--- src/rtl/alu8051_pkg.sv ---
/*
 * Shared types and constants of the 8051-class ALU.
 * Opcode codes not listed in alu_op_e decode as OP_IDLE.
 * PSW layout is {CY, AC, F0, RS1, RS0, OV, reserved, P}.
 */
package alu8051_pkg;

	localparam int BYTE_W    = 8;
	localparam int BIT_IDX_W = 3;
	localparam int MUL_STEPS = 8;
	localparam int DA_LIMIT  = 9;

	// PSW bit positions
	localparam int PSW_CY  = 7;
	localparam int PSW_AC  = 6;
	localparam int PSW_F0  = 5;
	localparam int PSW_RS1 = 4;
	localparam int PSW_RS0 = 3;
	localparam int PSW_OV  = 2;
	localparam int PSW_P   = 0;

	typedef logic [BYTE_W-1:0] byte_t;

	typedef enum logic [4:0] {
		OP_IDLE    = 5'd0,
		OP_ADD     = 5'd1,
		OP_ADDC    = 5'd2,
		OP_SUBB    = 5'd3,
		OP_RR      = 5'd4,
		OP_RL      = 5'd5,
		OP_RRC     = 5'd6,
		OP_RLC     = 5'd7,
		OP_AND     = 5'd8,
		OP_OR      = 5'd9,
		OP_XOR     = 5'd10,
		OP_CPL     = 5'd11,
		OP_SWAP    = 5'd12,
		OP_DA      = 5'd13,
		OP_XCHD    = 5'd14,
		OP_INCDPTR = 5'd15,
		OP_MUL     = 5'd16,
		OP_DIV     = 5'd17,
		// Carry bit operations
		OP_ANLC    = 5'd18,
		OP_ANLNC   = 5'd19,
		OP_ORLC    = 5'd20,
		OP_ORLNC   = 5'd21,
		OP_MOVCB   = 5'd22,
		OP_CLRC    = 5'd23,
		OP_SETBC   = 5'd24,
		OP_CPLC    = 5'd25,
		OP_CJNE    = 5'd26,
		// Bit operations on the bit byte
		OP_CLRB    = 5'd27,
		OP_SETBB   = 5'd28,
		OP_CPLB    = 5'd29,
		OP_MOVBC   = 5'd30
	} alu_op_e;

	typedef enum logic {
		PSW_RELOAD = 1'b0,
		PSW_UPDATE = 1'b1
	} psw_mode_e;

	// One byte seen whole or as two BCD digits
	typedef union packed {
		byte_t byte_v;
		struct packed {
			logic [BYTE_W/2-1:0] hi;
			logic [BYTE_W/2-1:0] lo;
		} nib;
	} nibble_u;

endpackage

--- src/rtl/muldiv_if.sv ---
/*
 * Request/done link between the sequencer and one multi-cycle unit.
 * req and done are single-cycle pulses; a and b hold until done.
 */
`timescale 1ns/1ps
interface muldiv_if ();
	import alu8051_pkg::*;

	logic  req;
	byte_t a;
	byte_t b;
	logic  done;
	byte_t lo;
	byte_t hi;
	logic  ov;

	modport requester (output req, a, b, input done, lo, hi, ov);
	modport unit (input req, a, b, output done, lo, hi, ov);

endinterface

--- src/rtl/alu_combo_unit.sv ---
/*
 * Purely combinational single-cycle ALU operations.
 * SUBB adds the two's complement of b and does not use the carry in.
 * OV is reported as 0 by every opcode other than ADD, ADDC and SUBB.
 */
`timescale 1ns/1ps
module alu_combo_unit (
	input  alu8051_pkg::alu_op_e               i_op,
	input  alu8051_pkg::byte_t                 i_a,
	input  alu8051_pkg::byte_t                 i_b,
	input  alu8051_pkg::byte_t                 i_bit_byte,
	input  logic [alu8051_pkg::BIT_IDX_W-1:0]  i_bit_idx,
	input  logic                               i_cy,
	input  logic                               i_ac,
	output alu8051_pkg::byte_t                 o_lo,
	output alu8051_pkg::byte_t                 o_hi,
	output logic                               o_cy,
	output logic                               o_ac,
	output logic                               o_ov
);
	import alu8051_pkg::*;

	byte_t           b_eff;
	logic            cin;
	logic [4:0]      sum_lo;
	logic [3:0]      sum_mid;
	logic [1:0]      sum_top;
	nibble_u         a_n;
	nibble_u         b_n;
	byte_t           da_adj;
	logic [BYTE_W:0] da_sum;
	logic            bit_val;
	byte_t           bit_mask;

	// Adder split at bit 3 and bit 6 for the AC and OV carries
	assign b_eff   = (i_op == OP_SUBB) ? (~i_b + 8'd1) : i_b;
	assign cin     = (i_op == OP_ADDC) & i_cy;
	assign sum_lo  = {1'b0, i_a[3:0]} + {1'b0, b_eff[3:0]} + {4'd0, cin};
	assign sum_mid = {1'b0, i_a[6:4]} + {1'b0, b_eff[6:4]} + {3'd0, sum_lo[4]};
	assign sum_top = {1'b0, i_a[7]} + {1'b0, b_eff[7]} + {1'b0, sum_mid[3]};

	assign a_n.byte_v = i_a;
	assign b_n.byte_v = i_b;

	// Decimal adjust, both digits judged on the unadjusted value
	assign da_adj = (((a_n.nib.lo > DA_LIMIT) || i_ac) ? 8'h06 : 8'h00)
		| (((a_n.nib.hi > DA_LIMIT) || i_cy) ? 8'h60 : 8'h00);
	assign da_sum = {1'b0, a_n.byte_v} + {1'b0, da_adj};

	assign bit_val  = i_bit_byte[i_bit_idx];
	assign bit_mask = byte_t'(1) << i_bit_idx;

	always_comb
	begin
		// Carry-only opcodes leave the accumulator value on lo
		o_lo = i_a;
		o_hi = '0;
		o_cy = i_cy;
		o_ac = i_ac;
		o_ov = 1'b0;
		case (i_op)
			OP_ADD, OP_ADDC, OP_SUBB:
			begin
				o_lo = {sum_top[0], sum_mid[2:0], sum_lo[3:0]};
				o_cy = sum_top[1];
				o_ac = sum_lo[4];
				o_ov = sum_top[1] ^ sum_mid[3];
			end
			OP_RR:   o_lo = {i_a[0], i_a[7:1]};
			OP_RL:   o_lo = {i_a[6:0], i_a[7]};
			OP_RRC:
			begin
				o_lo = {i_cy, i_a[7:1]};
				o_cy = i_a[0];
			end
			OP_RLC:
			begin
				o_lo = {i_a[6:0], i_cy};
				o_cy = i_a[7];
			end
			OP_AND:  o_lo = i_a & i_b;
			OP_OR:   o_lo = i_a | i_b;
			OP_XOR:  o_lo = i_a ^ i_b;
			OP_CPL:  o_lo = ~i_a;
			OP_SWAP: o_lo = {a_n.nib.lo, a_n.nib.hi};
			OP_DA:
			begin
				o_lo = da_sum[BYTE_W-1:0];
				o_cy = da_sum[BYTE_W] | i_cy;
			end
			// Low digits trade places between the two bytes
			OP_XCHD:
			begin
				o_lo = {a_n.nib.hi, b_n.nib.lo};
				o_hi = {b_n.nib.hi, a_n.nib.lo};
			end
			OP_INCDPTR: {o_hi, o_lo} = {i_b, i_a} + 16'd1;
			OP_ANLC:  o_cy = i_cy & bit_val;
			OP_ANLNC: o_cy = i_cy & ~bit_val;
			OP_ORLC:  o_cy = i_cy | bit_val;
			OP_ORLNC: o_cy = i_cy | ~bit_val;
			OP_MOVCB: o_cy = bit_val;
			OP_CLRC:  o_cy = 1'b0;
			OP_SETBC: o_cy = 1'b1;
			OP_CPLC:  o_cy = ~i_cy;
			OP_CJNE:  o_cy = (i_a < i_b);
			OP_CLRB:  o_lo = i_bit_byte & ~bit_mask;
			OP_SETBB: o_lo = i_bit_byte | bit_mask;
			OP_CPLB:  o_lo = i_bit_byte ^ bit_mask;
			OP_MOVBC: o_lo = i_cy ? (i_bit_byte | bit_mask) : (i_bit_byte & ~bit_mask);
			default: ;
		endcase
	end

endmodule

--- src/rtl/alu_multiplier.sv ---
/*
 * Shift-add 8x8 multiplier, done pulses 9 cycles after req.
 * Operands must stay stable on the interface until done.
 */
`timescale 1ns/1ps
module alu_multiplier (
	input  logic   clk,
	input  logic   reset_n,
	muldiv_if.unit i_md
);
	import alu8051_pkg::*;

	logic                         running_q;
	logic                         done_q;
	logic [$clog2(MUL_STEPS)-1:0] step_q;
	logic                         last_step;
	logic [2*BYTE_W-1:0]          addend;
	logic [2*BYTE_W-1:0]          prod_q;

	assign last_step = (step_q == ($clog2(MUL_STEPS))'(MUL_STEPS - 1));
	// Multiplicand weighted by the current multiplier bit
	assign addend    = (2*BYTE_W)'(i_md.b) << step_q;

	always_ff @(posedge clk or negedge reset_n)
	begin
		if (!reset_n)
		begin
			running_q <= 1'b0;
			done_q    <= 1'b0;
			step_q    <= '0;
		end
		else
		begin
			done_q <= 1'b0;
			if (i_md.req)
			begin
				running_q <= 1'b1;
				step_q    <= '0;
			end
			else if (running_q)
			begin
				step_q <= step_q + 1'b1;
				if (last_step)
				begin
					running_q <= 1'b0;
					done_q    <= 1'b1;
				end
			end
		end
	end

	always_ff @(posedge clk)
	begin
		if (i_md.req)
			prod_q <= '0;
		else if (running_q && i_md.a[step_q])
			prod_q <= prod_q + addend;
	end

	assign i_md.done = done_q;
	assign i_md.lo   = prod_q[BYTE_W-1:0];
	assign i_md.hi   = prod_q[2*BYTE_W-1:BYTE_W];
	assign i_md.ov   = |prod_q[2*BYTE_W-1:BYTE_W];

endmodule

--- src/rtl/alu_divider.sv ---
/*
 * Repeated-subtraction divider, one cycle per quotient count.
 * Divide by zero returns zero quotient and remainder with ov set.
 * Operands must stay stable on the interface until done.
 */
`timescale 1ns/1ps
module alu_divider (
	input  logic   clk,
	input  logic   reset_n,
	muldiv_if.unit i_md
);
	import alu8051_pkg::*;

	logic  running_q;
	logic  done_q;
	logic  ov_q;
	byte_t quot_q;
	byte_t rem_q;
	logic  div_zero;
	logic  can_sub;

	assign div_zero = (i_md.b == '0);
	assign can_sub  = (rem_q >= i_md.b);

	always_ff @(posedge clk or negedge reset_n)
	begin
		if (!reset_n)
		begin
			running_q <= 1'b0;
			done_q    <= 1'b0;
			ov_q      <= 1'b0;
		end
		else
		begin
			done_q <= 1'b0;
			if (i_md.req)
			begin
				running_q <= 1'b1;
				ov_q      <= 1'b0;
			end
			else if (running_q && (div_zero || !can_sub))
			begin
				running_q <= 1'b0;
				done_q    <= 1'b1;
				ov_q      <= div_zero;
			end
		end
	end

	always_ff @(posedge clk)
	begin
		if (i_md.req)
		begin
			quot_q <= '0;
			rem_q  <= i_md.a;
		end
		else if (running_q)
		begin
			// Zero divisor clears the remainder, quotient is still 0
			if (div_zero)
				rem_q <= '0;
			else if (can_sub)
			begin
				rem_q  <= rem_q - i_md.b;
				quot_q <= quot_q + 8'd1;
			end
		end
	end

	assign i_md.done = done_q;
	assign i_md.lo   = quot_q;
	assign i_md.hi   = rem_q;
	assign i_md.ov   = ov_q;

endmodule

--- src/rtl/alu_sequencer.sv ---
/*
 * Operand latch, dispatch and result stage of the ALU.
 * A start while busy is dropped; results hold until the next o_ready.
 * Single-cycle opcodes raise o_ready one clock after the accepting edge.
 */
`timescale 1ns/1ps
module alu_sequencer (
	input  logic                               clk,
	input  logic                               reset_n,
	input  logic                               i_start,
	input  alu8051_pkg::alu_op_e               i_op,
	input  alu8051_pkg::byte_t                 i_operand_a,
	input  alu8051_pkg::byte_t                 i_operand_b,
	input  alu8051_pkg::byte_t                 i_bit_addr,
	input  alu8051_pkg::byte_t                 i_bit_byte,
	input  alu8051_pkg::byte_t                 i_psw,
	input  alu8051_pkg::psw_mode_e             i_psw_mode,
	output alu8051_pkg::alu_op_e               o_op,
	output alu8051_pkg::byte_t                 o_a,
	output alu8051_pkg::byte_t                 o_b,
	output alu8051_pkg::byte_t                 o_bit_byte,
	output logic [alu8051_pkg::BIT_IDX_W-1:0]  o_bit_idx,
	output logic                               o_cy,
	output logic                               o_ac,
	input  alu8051_pkg::byte_t                 i_lo,
	input  alu8051_pkg::byte_t                 i_hi,
	input  logic                               i_cy,
	input  logic                               i_ac,
	input  logic                               i_ov,
	muldiv_if.requester                        o_mul,
	muldiv_if.requester                        o_div,
	output alu8051_pkg::byte_t                 o_result_lo,
	output alu8051_pkg::byte_t                 o_result_hi,
	output alu8051_pkg::byte_t                 o_psw,
	output logic                               o_ready,
	output logic                               o_busy
);
	import alu8051_pkg::*;

	alu_op_e              op_q;
	byte_t                a_q;
	byte_t                b_q;
	byte_t                bit_byte_q;
	logic [BIT_IDX_W-1:0] bit_idx_q;
	byte_t                psw_q;
	psw_mode_e            mode_q;
	logic                 exec_q;
	logic                 wait_q;
	logic                 mul_req_q;
	logic                 div_req_q;
	logic                 accept;
	logic                 is_muldiv;
	logic                 use_mul;
	logic                 finish;
	byte_t                res_lo;
	byte_t                res_hi;
	logic                 new_cy;
	logic                 new_ac;
	logic                 new_ov;
	byte_t                psw_new;

	assign accept    = i_start && !o_busy;
	assign is_muldiv = (i_op == OP_MUL) || (i_op == OP_DIV);
	assign use_mul   = (op_q == OP_MUL);
	assign finish    = exec_q || (wait_q && (use_mul ? o_mul.done : o_div.done));
	assign o_busy    = exec_q || wait_q;

	always_ff @(posedge clk)
	begin
		if (accept)
		begin
			op_q       <= i_op;
			a_q        <= i_operand_a;
			b_q        <= i_operand_b;
			bit_byte_q <= i_bit_byte;
			bit_idx_q  <= i_bit_addr[BIT_IDX_W-1:0];
			psw_q      <= i_psw;
			mode_q     <= i_psw_mode;
		end
	end

	always_ff @(posedge clk or negedge reset_n)
	begin
		if (!reset_n)
		begin
			exec_q    <= 1'b0;
			wait_q    <= 1'b0;
			mul_req_q <= 1'b0;
			div_req_q <= 1'b0;
		end
		else
		begin
			mul_req_q <= accept && (i_op == OP_MUL);
			div_req_q <= accept && (i_op == OP_DIV);
			if (accept)
			begin
				exec_q <= !is_muldiv;
				wait_q <= is_muldiv;
			end
			else if (finish)
			begin
				exec_q <= 1'b0;
				wait_q <= 1'b0;
			end
		end
	end

	// Result select and PSW merge
	always_comb
	begin
		if (wait_q)
		begin
			res_lo = use_mul ? o_mul.lo : o_div.lo;
			res_hi = use_mul ? o_mul.hi : o_div.hi;
			new_cy = 1'b0;
			new_ac = psw_q[PSW_AC];
			new_ov = use_mul ? o_mul.ov : o_div.ov;
		end
		else
		begin
			res_lo = i_lo;
			res_hi = i_hi;
			new_cy = i_cy;
			new_ac = i_ac;
			new_ov = i_ov;
		end
		// Reserved bit stays 0
		psw_new          = '0;
		psw_new[PSW_CY]  = new_cy;
		psw_new[PSW_AC]  = new_ac;
		psw_new[PSW_F0]  = psw_q[PSW_F0];
		psw_new[PSW_RS1] = psw_q[PSW_RS1];
		psw_new[PSW_RS0] = psw_q[PSW_RS0];
		psw_new[PSW_OV]  = new_ov;
		psw_new[PSW_P]   = ^a_q;
	end

	always_ff @(posedge clk or negedge reset_n)
	begin
		if (!reset_n)
		begin
			o_result_lo <= '0;
			o_result_hi <= '0;
			o_psw       <= '0;
			o_ready     <= 1'b0;
		end
		else
		begin
			o_ready <= finish;
			if (finish)
			begin
				o_result_lo <= res_lo;
				o_result_hi <= res_hi;
				o_psw       <= (mode_q == PSW_RELOAD) ? psw_q : psw_new;
			end
		end
	end

	assign o_op       = op_q;
	assign o_a        = a_q;
	assign o_b        = b_q;
	assign o_bit_byte = bit_byte_q;
	assign o_bit_idx  = bit_idx_q;
	assign o_cy       = psw_q[PSW_CY];
	assign o_ac       = psw_q[PSW_AC];

	assign o_mul.req = mul_req_q;
	assign o_mul.a   = a_q;
	assign o_mul.b   = b_q;
	assign o_div.req = div_req_q;
	assign o_div.a   = a_q;
	assign o_div.b   = b_q;

endmodule

--- src/rtl/alu8051_top.sv ---
/*
 * 8051-class ALU top level with a start/ready handshake.
 * MUL and DIV take several cycles, watch o_busy before the next start.
 */
`timescale 1ns/1ps
module alu8051_top (
	input  logic                   clk,
	input  logic                   reset_n,
	input  logic                   i_start,
	input  alu8051_pkg::alu_op_e   i_op,
	input  alu8051_pkg::byte_t     i_operand_a,
	input  alu8051_pkg::byte_t     i_operand_b,
	input  alu8051_pkg::byte_t     i_bit_addr,
	input  alu8051_pkg::byte_t     i_bit_byte,
	input  alu8051_pkg::byte_t     i_psw,
	input  alu8051_pkg::psw_mode_e i_psw_mode,
	output alu8051_pkg::byte_t     o_result_lo,
	output alu8051_pkg::byte_t     o_result_hi,
	output alu8051_pkg::byte_t     o_psw,
	output logic                   o_ready,
	output logic                   o_busy
);
	import alu8051_pkg::*;

	alu_op_e              combo_op;
	byte_t                combo_a;
	byte_t                combo_b;
	byte_t                combo_bit_byte;
	logic [BIT_IDX_W-1:0] combo_bit_idx;
	logic                 combo_cy_in;
	logic                 combo_ac_in;
	byte_t                combo_lo;
	byte_t                combo_hi;
	logic                 combo_cy;
	logic                 combo_ac;
	logic                 combo_ov;

	muldiv_if mul_if ();
	muldiv_if div_if ();

	alu_sequencer u_sequencer (
		.clk         (clk),
		.reset_n     (reset_n),
		.i_start     (i_start),
		.i_op        (i_op),
		.i_operand_a (i_operand_a),
		.i_operand_b (i_operand_b),
		.i_bit_addr  (i_bit_addr),
		.i_bit_byte  (i_bit_byte),
		.i_psw       (i_psw),
		.i_psw_mode  (i_psw_mode),
		.o_op        (combo_op),
		.o_a         (combo_a),
		.o_b         (combo_b),
		.o_bit_byte  (combo_bit_byte),
		.o_bit_idx   (combo_bit_idx),
		.o_cy        (combo_cy_in),
		.o_ac        (combo_ac_in),
		.i_lo        (combo_lo),
		.i_hi        (combo_hi),
		.i_cy        (combo_cy),
		.i_ac        (combo_ac),
		.i_ov        (combo_ov),
		.o_mul       (mul_if.requester),
		.o_div       (div_if.requester),
		.o_result_lo (o_result_lo),
		.o_result_hi (o_result_hi),
		.o_psw       (o_psw),
		.o_ready     (o_ready),
		.o_busy      (o_busy)
	);

	alu_combo_unit u_combo (
		.i_op       (combo_op),
		.i_a        (combo_a),
		.i_b        (combo_b),
		.i_bit_byte (combo_bit_byte),
		.i_bit_idx  (combo_bit_idx),
		.i_cy       (combo_cy_in),
		.i_ac       (combo_ac_in),
		.o_lo       (combo_lo),
		.o_hi       (combo_hi),
		.o_cy       (combo_cy),
		.o_ac       (combo_ac),
		.o_ov       (combo_ov)
	);

	alu_multiplier u_mul (
		.clk     (clk),
		.reset_n (reset_n),
		.i_md    (mul_if.unit)
	);

	alu_divider u_div (
		.clk     (clk),
		.reset_n (reset_n),
		.i_md    (div_if.unit)
	);

endmodule

--- config.mk ---
export PLATFORM = sky130hd
export DESIGN_NAME = alu8051_top
export DESIGN_NICKNAME = d
export VERILOG_FILES = /design/src/rtl/alu8051_pkg.sv /design/src/rtl/muldiv_if.sv /design/src/rtl/alu_combo_unit.sv /design/src/rtl/alu_multiplier.sv /design/src/rtl/alu_divider.sv /design/src/rtl/alu_sequencer.sv /design/src/rtl/alu8051_top.sv
export SDC_FILE = /design/constraint.sdc
export NUM_CORES = 1
export LEC_CHECK = 0
export ABC_CLOCK_PERIOD_IN_PS = 6000
export BUFFER_PORTS_ARGS = -buffer_cell sky130_fd_sc_hd__buf_2
export CORE_MARGIN = 10
export CORE_UTILIZATION = 55
export DETAILED_ROUTE_END_ITERATION = 10
export GPL_ROUTABILITY_DRIVEN = 1
export PLACE_DENSITY = 0.74
export SYNTH_ARGS = -nofsm -noshare
export SYNTH_HDL_FRONTEND = slang
export SYNTH_SLANG_ARGS = --single-unit
--- constraint.sdc ---
create_clock -name clk -period 6 [get_ports clk]
set_input_delay 0.9 -clock clk [delete_from_list [all_inputs] [get_ports clk]]
set_output_delay 0.9 -clock clk [all_outputs]
set_load 0.005 [all_outputs]
==> impl_metrics.yaml, run 1 <==
run_status:
  status: "finished clean"
clocking:
  clock_sinks: 110
  clock_latency_ps: 370
  ctsHoldBuffers: 0
  cts_made_buffers: 9
  h-tree-depth: 3
  root_buffer: "clkbuf_16"
  cts_tree: "yes"
  clk_transition_reported_paths_ps: 70
  clk_path_buf_depth: 2
  post-cts-setup-buffer-count: 0
  cts_resized: 0
sta:
  rsz0062_at_grt: "no"
  setup_viol: 0
  clock_skew_ps: 13.39
  slew_violations: 0
  hold_viol: 0
  slew_headroom_pct: 21.32
  fin_crit_sh_pct: 78.50
  hold_ws_ps: 458.6
  period_minus_slack_ps: 4710
  tightest_slew_ps: 1168
  max_freq_mhz: 212.3
  fin_setup_tns_ps: 0
floorplan:
  start_util_pct: 56.08
  core_um2: 15890
  fp.dieW_um: 147.3
  row_count: 46
  dieArea_um2: 21690
  fp.dieH_um: 147.3
  pin_count: 75
placement:
  gp_congestion: 1.048
  port_buffers: 69
  post_dp_cell_area_um2: 9264
  dp_hpwl_mm: 19.87
global_route:
  grt_pass1_wl_mm: 41.89
  track_usage_pct: 24.50
  grt_antenna_before_repair: 0
  grt_max_degree: 44
  grt_pass1_vias: 7425
  grt_overflow_total: 0
route:
  ant_nets: 0
  wl_mm: 26.80
  vias: 7966
  first_pass_iters: 7
  post_drt_via_cell_ratio: 6.368
  drt_iter0_drc: 920
  wl_per_cell_um: 21.42
  drc: 0
finish:
  final_layout_size_suffix_gt1_share_pct: 12.56
  diodes: 0
  stdcell_area_um2: 9559
  final_nets: 1174
  syn2layout_area_growth_pct: 7.303
  num-fill-cells: 1457
  final_common_cell: "nand2_1"
  final_cell_mix: "123 x nand2_1, 87 x ha_1, 80 x nor2_1"
critical_path:
  crit_fanout: 24
  arrival_ps: 4970
  cp.required_ps: 6260
  worstSetupPathType: "reg -> reg"
  startpoint_type: "register"
  critPathCaptureType: "register"
synthesis:
  async_flop_share_pct: 33.64
  synth.distinct_cells: 92
  ys_seq_elements: 110
  yosys_most_used_dff: "edfxtp_1"
  syn-instance-count: 994
  ys.warnings.count: 0
  yosysSeqAreaShare_pct: 32.30
  syn_area_per_cell_um2: 8.962
  synth_fp_nets: 1138
  synthesis.area_um2: 8909
  synth_edf_count: 49
job:
  drv_cap: 0
min_path:
  hold_class: "reg -> reg"
pwr:
  peakVddDrop_uv: 185.5
  power.density_nw_per_um2: 319.1
  p_leak_nw: 4.149
[layout make-up]
cell class | instances | area [um^2] | area share, %
Timing Repair Buffer | 81 | 435.4 | 4.555
Sequential cell | 110 | 2878 | 30.10
Inverter | 50 | 187.7 | 1.963
Clock buffer | 13 | 250.2 | 2.618
Multi-Input combinational cell | 778 | 5493 | 57.46
Tap cell | 216 | 270.3 | 2.827
Clock inverter | 3 | 45.04 | 0.4712
[registers in the layout, indices dropped and copies added, names as in the netlist, 3 cells and up]
name	cells
u_div.i_md.hi	8
u_div.i_md.lo	8
u_mul.prod_q	16
u_mul.step_q	3
u_sequencer.o_a	8
u_sequencer.o_b	8
u_sequencer.o_bit_byte	8
u_sequencer.o_bit_idx	3
u_sequencer.o_op	5
u_sequencer.o_psw	8
u_sequencer.o_result_hi	8
u_sequencer.o_result_lo	8
u_sequencer.psw_q	8
[logic make-up after synthesis]
kind of cell / Yosys count / synth area share [%]
compound gates: 272 / 20.60
xor+xnor: 37 / 3.638
fa+ha+maj: 95 / 14.02
buf+inv: 106 / 6.180
flops: 110 / 32.30
mux: 34 / 4.466
simple gates: 340 / 18.79
[critical path: stages, from the launching register on]
cell and delay (ps):
edfxtp_1 680, nor3_1 300, nand3_1 270, mux2_2 390, fa_1 430, a21o_1 170
a21oi_1 280, fa_1 240, inv_1 70, a21o_1 160, a21o_1 220, fa_1 470
a22oi_1 170, o21ai_1 90, a2111oi_0 350, a41o_1 250, nand3_1 70
[final timing paths]
path	from	to	slack, ps	cells after the start
min reg2reg	u_sequencer.psw_q[3]$_DFFE_PP_	u_sequencer.o_psw[3]$_DFFE_PN0P_	460	2
max	u_sequencer.o_op[4]$_DFFE_PP_	u_sequencer.o_result_lo[7]$_DFFE_PN0P_	1290	16
min	u_sequencer.psw_q[3]$_DFFE_PP_	u_sequencer.o_psw[3]$_DFFE_PN0P_	460	2
min in group asynchronous	reset_n	u_sequencer.o_psw[1]$_DFFE_PN0P_	660	1
max in group asynchronous	reset_n	u_sequencer.o_result_lo[5]$_DFFE_PN0P_	4770	1
max reg2reg	u_sequencer.o_op[4]$_DFFE_PP_	u_sequencer.o_result_lo[7]$_DFFE_PN0P_	1290	16
[stage by stage]
step	worst slack (ps)	power, mW	cells	utilization [%]
2_1_floorplan	1682	2.071	994	-
3_3_place_gp	1423	2.379	1235	58.32
3_5_place_dp	1304	2.407	1235	58.32
4_1_cts	1302	3.029	1251	60.18
5_1_grt	1007	3.259	1251	60.18
6_report	1290	3.050	1251	60.18
[where the power goes]
| group | switching [mW] | internal (mW) | total [mW] |
|---|---|---|---|
| combinational | 0.752 | 0.564 | 1.32 |
| clock | 0.283 | 0.337 | 0.620 |
| sequential | 0.192 | 0.922 | 1.11 |
| total | 1.23 | 1.82 | 3.05 |
[routing by layer]
layer  GRT usage [%]  share of wire, %  vias to the layer above  routed length, um
li1                -                 -                     3718                  -
met1           32.91                44                     3762              11720
met2           35.48                42                      424              11340
met3           7.801                11                       62               2874
met4           10.21               3.2                        0                864
met5               0                 0                        -                  0
[synth_stat cells (6+ instances only)]
master / number / area (um^2)
a211oi_1: 12 / 90.09
a21o_1: 14 / 105.1
a21oi_1: 59 / 295.3
a221oi_1: 10 / 87.58
a22o_1: 9 / 78.83
a22oi_1: 10 / 75.07
a31oi_1: 16 / 100.1
and3_1: 9 / 56.30
buf_2: 18 / 90.09
clkbuf_1: 21 / 78.83
clkbuf_8: 8 / 110.1
dfrtp_1: 37 / 925.9
dfxtp_1: 24 / 480.5
edfxtp_1: 49 / 1471
fa_1: 8 / 160.2
ha_1: 87 / 1089
inv_1: 46 / 172.7
mux2i_1: 27 / 270.3
nand2_1: 123 / 461.7
nand2b_1: 14 / 87.58
nand3_1: 19 / 95.09
nand3b_1: 8 / 60.06
nand4_1: 8 / 50.05
nor2_1: 80 / 300.3
nor2b_1: 11 / 68.82
nor3_1: 14 / 70.07
o2111ai_1: 6 / 52.55
o211ai_1: 6 / 45.04
o21ai_0: 51 / 255.2
o21bai_1: 7 / 52.55
o22ai_1: 9 / 56.30
o31ai_1: 9 / 67.56
o32ai_1: 6 / 52.55
or3_1: 9 / 56.30
xnor2_1: 26 / 227.7
xor2_1: 11 / 96.34
(Power assumes the default switching activity.)
==> inputs of run 2 (changes only) <==
--- a/config.mk
+++ b/config.mk
@@ -5,7 +5,7 @@
 export SDC_FILE = /design/constraint.sdc
 export NUM_CORES = 1
 export LEC_CHECK = 0
-export ABC_CLOCK_PERIOD_IN_PS = 6000
+export ABC_CLOCK_PERIOD_IN_PS = 4550
 export BUFFER_PORTS_ARGS = -buffer_cell sky130_fd_sc_hd__buf_2
 export CORE_MARGIN = 10
 export CORE_UTILIZATION = 55
==> constraint.sdc (replaced) <==
create_clock -name clk -period 4.55 [get_ports clk]
set_input_delay 0.6825 -clock clk [delete_from_list [all_inputs] [get_ports clk]]
set_output_delay 0.6825 -clock clk [all_outputs]
set_load 0.005 [all_outputs]
==> run 2 against run 1 <==
Compared with the run above: worst hold slack worse by 7.0 ps; non-clock buffer count grew 15; core utilization is 0.58 points higher; clock skew grew 0.65 ps; total power up 29%; critical endpoint unchanged; highest routed layer unchanged.
==> impl_metrics.yaml, run 2 (synthesized netlist as in run 1, its figures left out) <==
run_status:
  status: "finished clean"
global_route:
  grt_antenna_before_repair: 0
  track_usage_pct: 25.25
  met1_usage_pct: 34.55
  grt_pass1_wl_mm: 43.70
  grt.met3_usage_pct: 7.310
  grt_overflow_total: 0
  grtUsageMet2_pct: 36.70
  grt_pass1_vias: 7633
  grt_max_degree: 44
  top_usage_layer: "met2"
finish:
  num-fill-cells: 1472
  diodes: 0
  utilization_pct: 60.75
  final_cell_mix: "123 x nand2_1, 87 x ha_1, 80 x nor2_1"
  final_layout_size_suffix_gt1_share_pct: 14.00
  top_register: "u_mul.prod_q"
  final_nets: 1189
  final_common_cell: "nand2_1"
  largest_reg_flops: 16
  syn2layout_area_growth_pct: 8.329
min_path:
  hold_depth: 2
  hold_class: "reg -> reg"
critical_path:
  path_depth: 16
  crit_fanout: 4
  cp_slowest_stage_delay_ps: 470
  critPathCaptureType: "register"
  reg2reg_depth: 16
  critical-path-top-delay-family: "compound AO/OA/AOI/OAI gates"
  path_cells: "nor3_2, nand3_2, mux2_2, fa_1, a21o_1, a21oi_2, fa_1, inv_1, a21o_1, a21o_1, fa_1, a22oi_1, o21ai_1, a2111oi_0, a41o_1, nand3_1"
  r2r_slack_ps: 290
  worstSetupPathType: "reg -> reg"
  startpoint_type: "register"
  critPathBufInv: 1
  slowest_stage: "fa_1"
  arrival_ps: 4510
  cp.required_ps: 4800
sta:
  setup_ws_ps: 286.2
  period_minus_slack_ps: 4264
  hold_viol: 0
  slew_violations: 0
  fin_crit_sh_pct: 93.71
  setup_viol: 0
  tightest_slew_ps: 1229
  slew_headroom_pct: 17.21
  max_freq_mhz: 234.5
  clock_skew_ps: 14.05
  rsz0062_at_grt: "no"
  fin_setup_tns_ps: 0
placement:
  port_buffers: 69
  post-place-ws_ps: 122.9
  dp_hpwl_mm: 20.55
  gp_congestion: 1.006
clocking:
  root_buffer: "clkbuf_16"
  clock_sinks: 110
  clk_transition_reported_paths_ps: 70
  ctsHoldBuffers: 0
  post-cts-setup-buffer-count: 0
  clock_latency_ps: 360
  cts_tree: "yes"
  cts_made_buffers: 9
  clk_path_buf_depth: 2
  h-tree-depth: 3
floorplan:
  pin_count: 75
  core_um2: 15890
  fp.dieW_um: 147.3
  fp.dieH_um: 147.3
  start_util_pct: 56.08
  row_count: 46
  dieArea_um2: 21690
pwr:
  p_leak_nw: 4.211
  power.density_nw_per_um2: 409.2
  peakVddDrop_uv: 212.7
route:
  wl_mm: 27.70
  vias: 7956
  drc: 0
  wl_per_cell_um: 21.88
  drt_iter0_drc: 856
  post_drt_via_cell_ratio: 6.284
  ant_nets: 0
  first_pass_iters: 6
job:
  drv_cap: 0
-- run 2: changes by cell type in the layout (fill, tap and decap cells not counted), sizes merged --
cell	before	now
buf	81	96
bufinv	1	0
clkbuf	13	12
clkinv	2	3
inv	50	51
-- run 2: repair_timing --
action,CTS,global route
endpoints found under the setup margin,0,2
resized for setup,0,3
hold endpoints to repair,0,0
-- run 2: per-stage QoR --
stage | power (mW) | instances | hold slack, ps | instance area, um^2
after floorplan | 2.731 | 994 | 386.9 | 8909
after global placement | 3.148 | 1250 | 427.6 | 9376
after detailed placement | 3.185 | 1250 | 438.1 | 9376
after CTS | 3.935 | 1266 | 455.9 | 9637
after global routing | 4.227 | 1266 | 481.9 | 9651
final | 3.949 | 1266 | 451.6 | 9651
-- run 2: area by class of cell --
class                      count  area, um^2  area share, %
multi-input combinational    778        5507          57.06
timing repair buffer          96       548.0          5.679
clock inverter                 4       23.77         0.2463
clock buffer                  12       236.5          2.450
tap                          216       270.3          2.800
inverter                      50       187.7          1.945
sequential                   110        2878          29.82
-- run 2: routing by layer --
layer,vias to the layer above,routed length [um]
li1,3746,-
met1,3709,11790
met2,424,11540
met3,77,3205
met4,0,1161
met5,-,0
-- run 2: worst paths after layout --
path / from / end
worst min-delay path: u_sequencer.psw_q[5]$_DFFE_PP_ / u_sequencer.o_psw[5]$_DFFE_PN0P_
worst max-delay path: u_sequencer.o_op[2]$_DFFE_PP_ / u_sequencer.o_result_lo[7]$_DFFE_PN0P_
worst min register to register: u_sequencer.psw_q[5]$_DFFE_PP_ / u_sequencer.o_psw[5]$_DFFE_PN0P_
max in group asynchronous: reset_n / u_sequencer.o_result_lo[2]$_DFFE_PN0P_
min in group asynchronous: reset_n / u_sequencer.o_psw[6]$_DFFE_PN0P_
worst max register to register: u_sequencer.o_op[2]$_DFFE_PP_ / u_sequencer.o_result_lo[7]$_DFFE_PN0P_
-- run 2: worst reg2reg max path, delay by kind of cell, from the launching register on --
kind	cells	cell delay [ps]
mux	1	350
fa+ha+maj	3	1120
compound gates	8	1620
buf+inv	1	80
flops	1	440
simple gates	3	550
-- run 2: where the power goes --
part	switching [mW]	internal [mW]
Sequential	0.232	1.22
Combinational	1.01	0.753
Clock	0.369	0.372
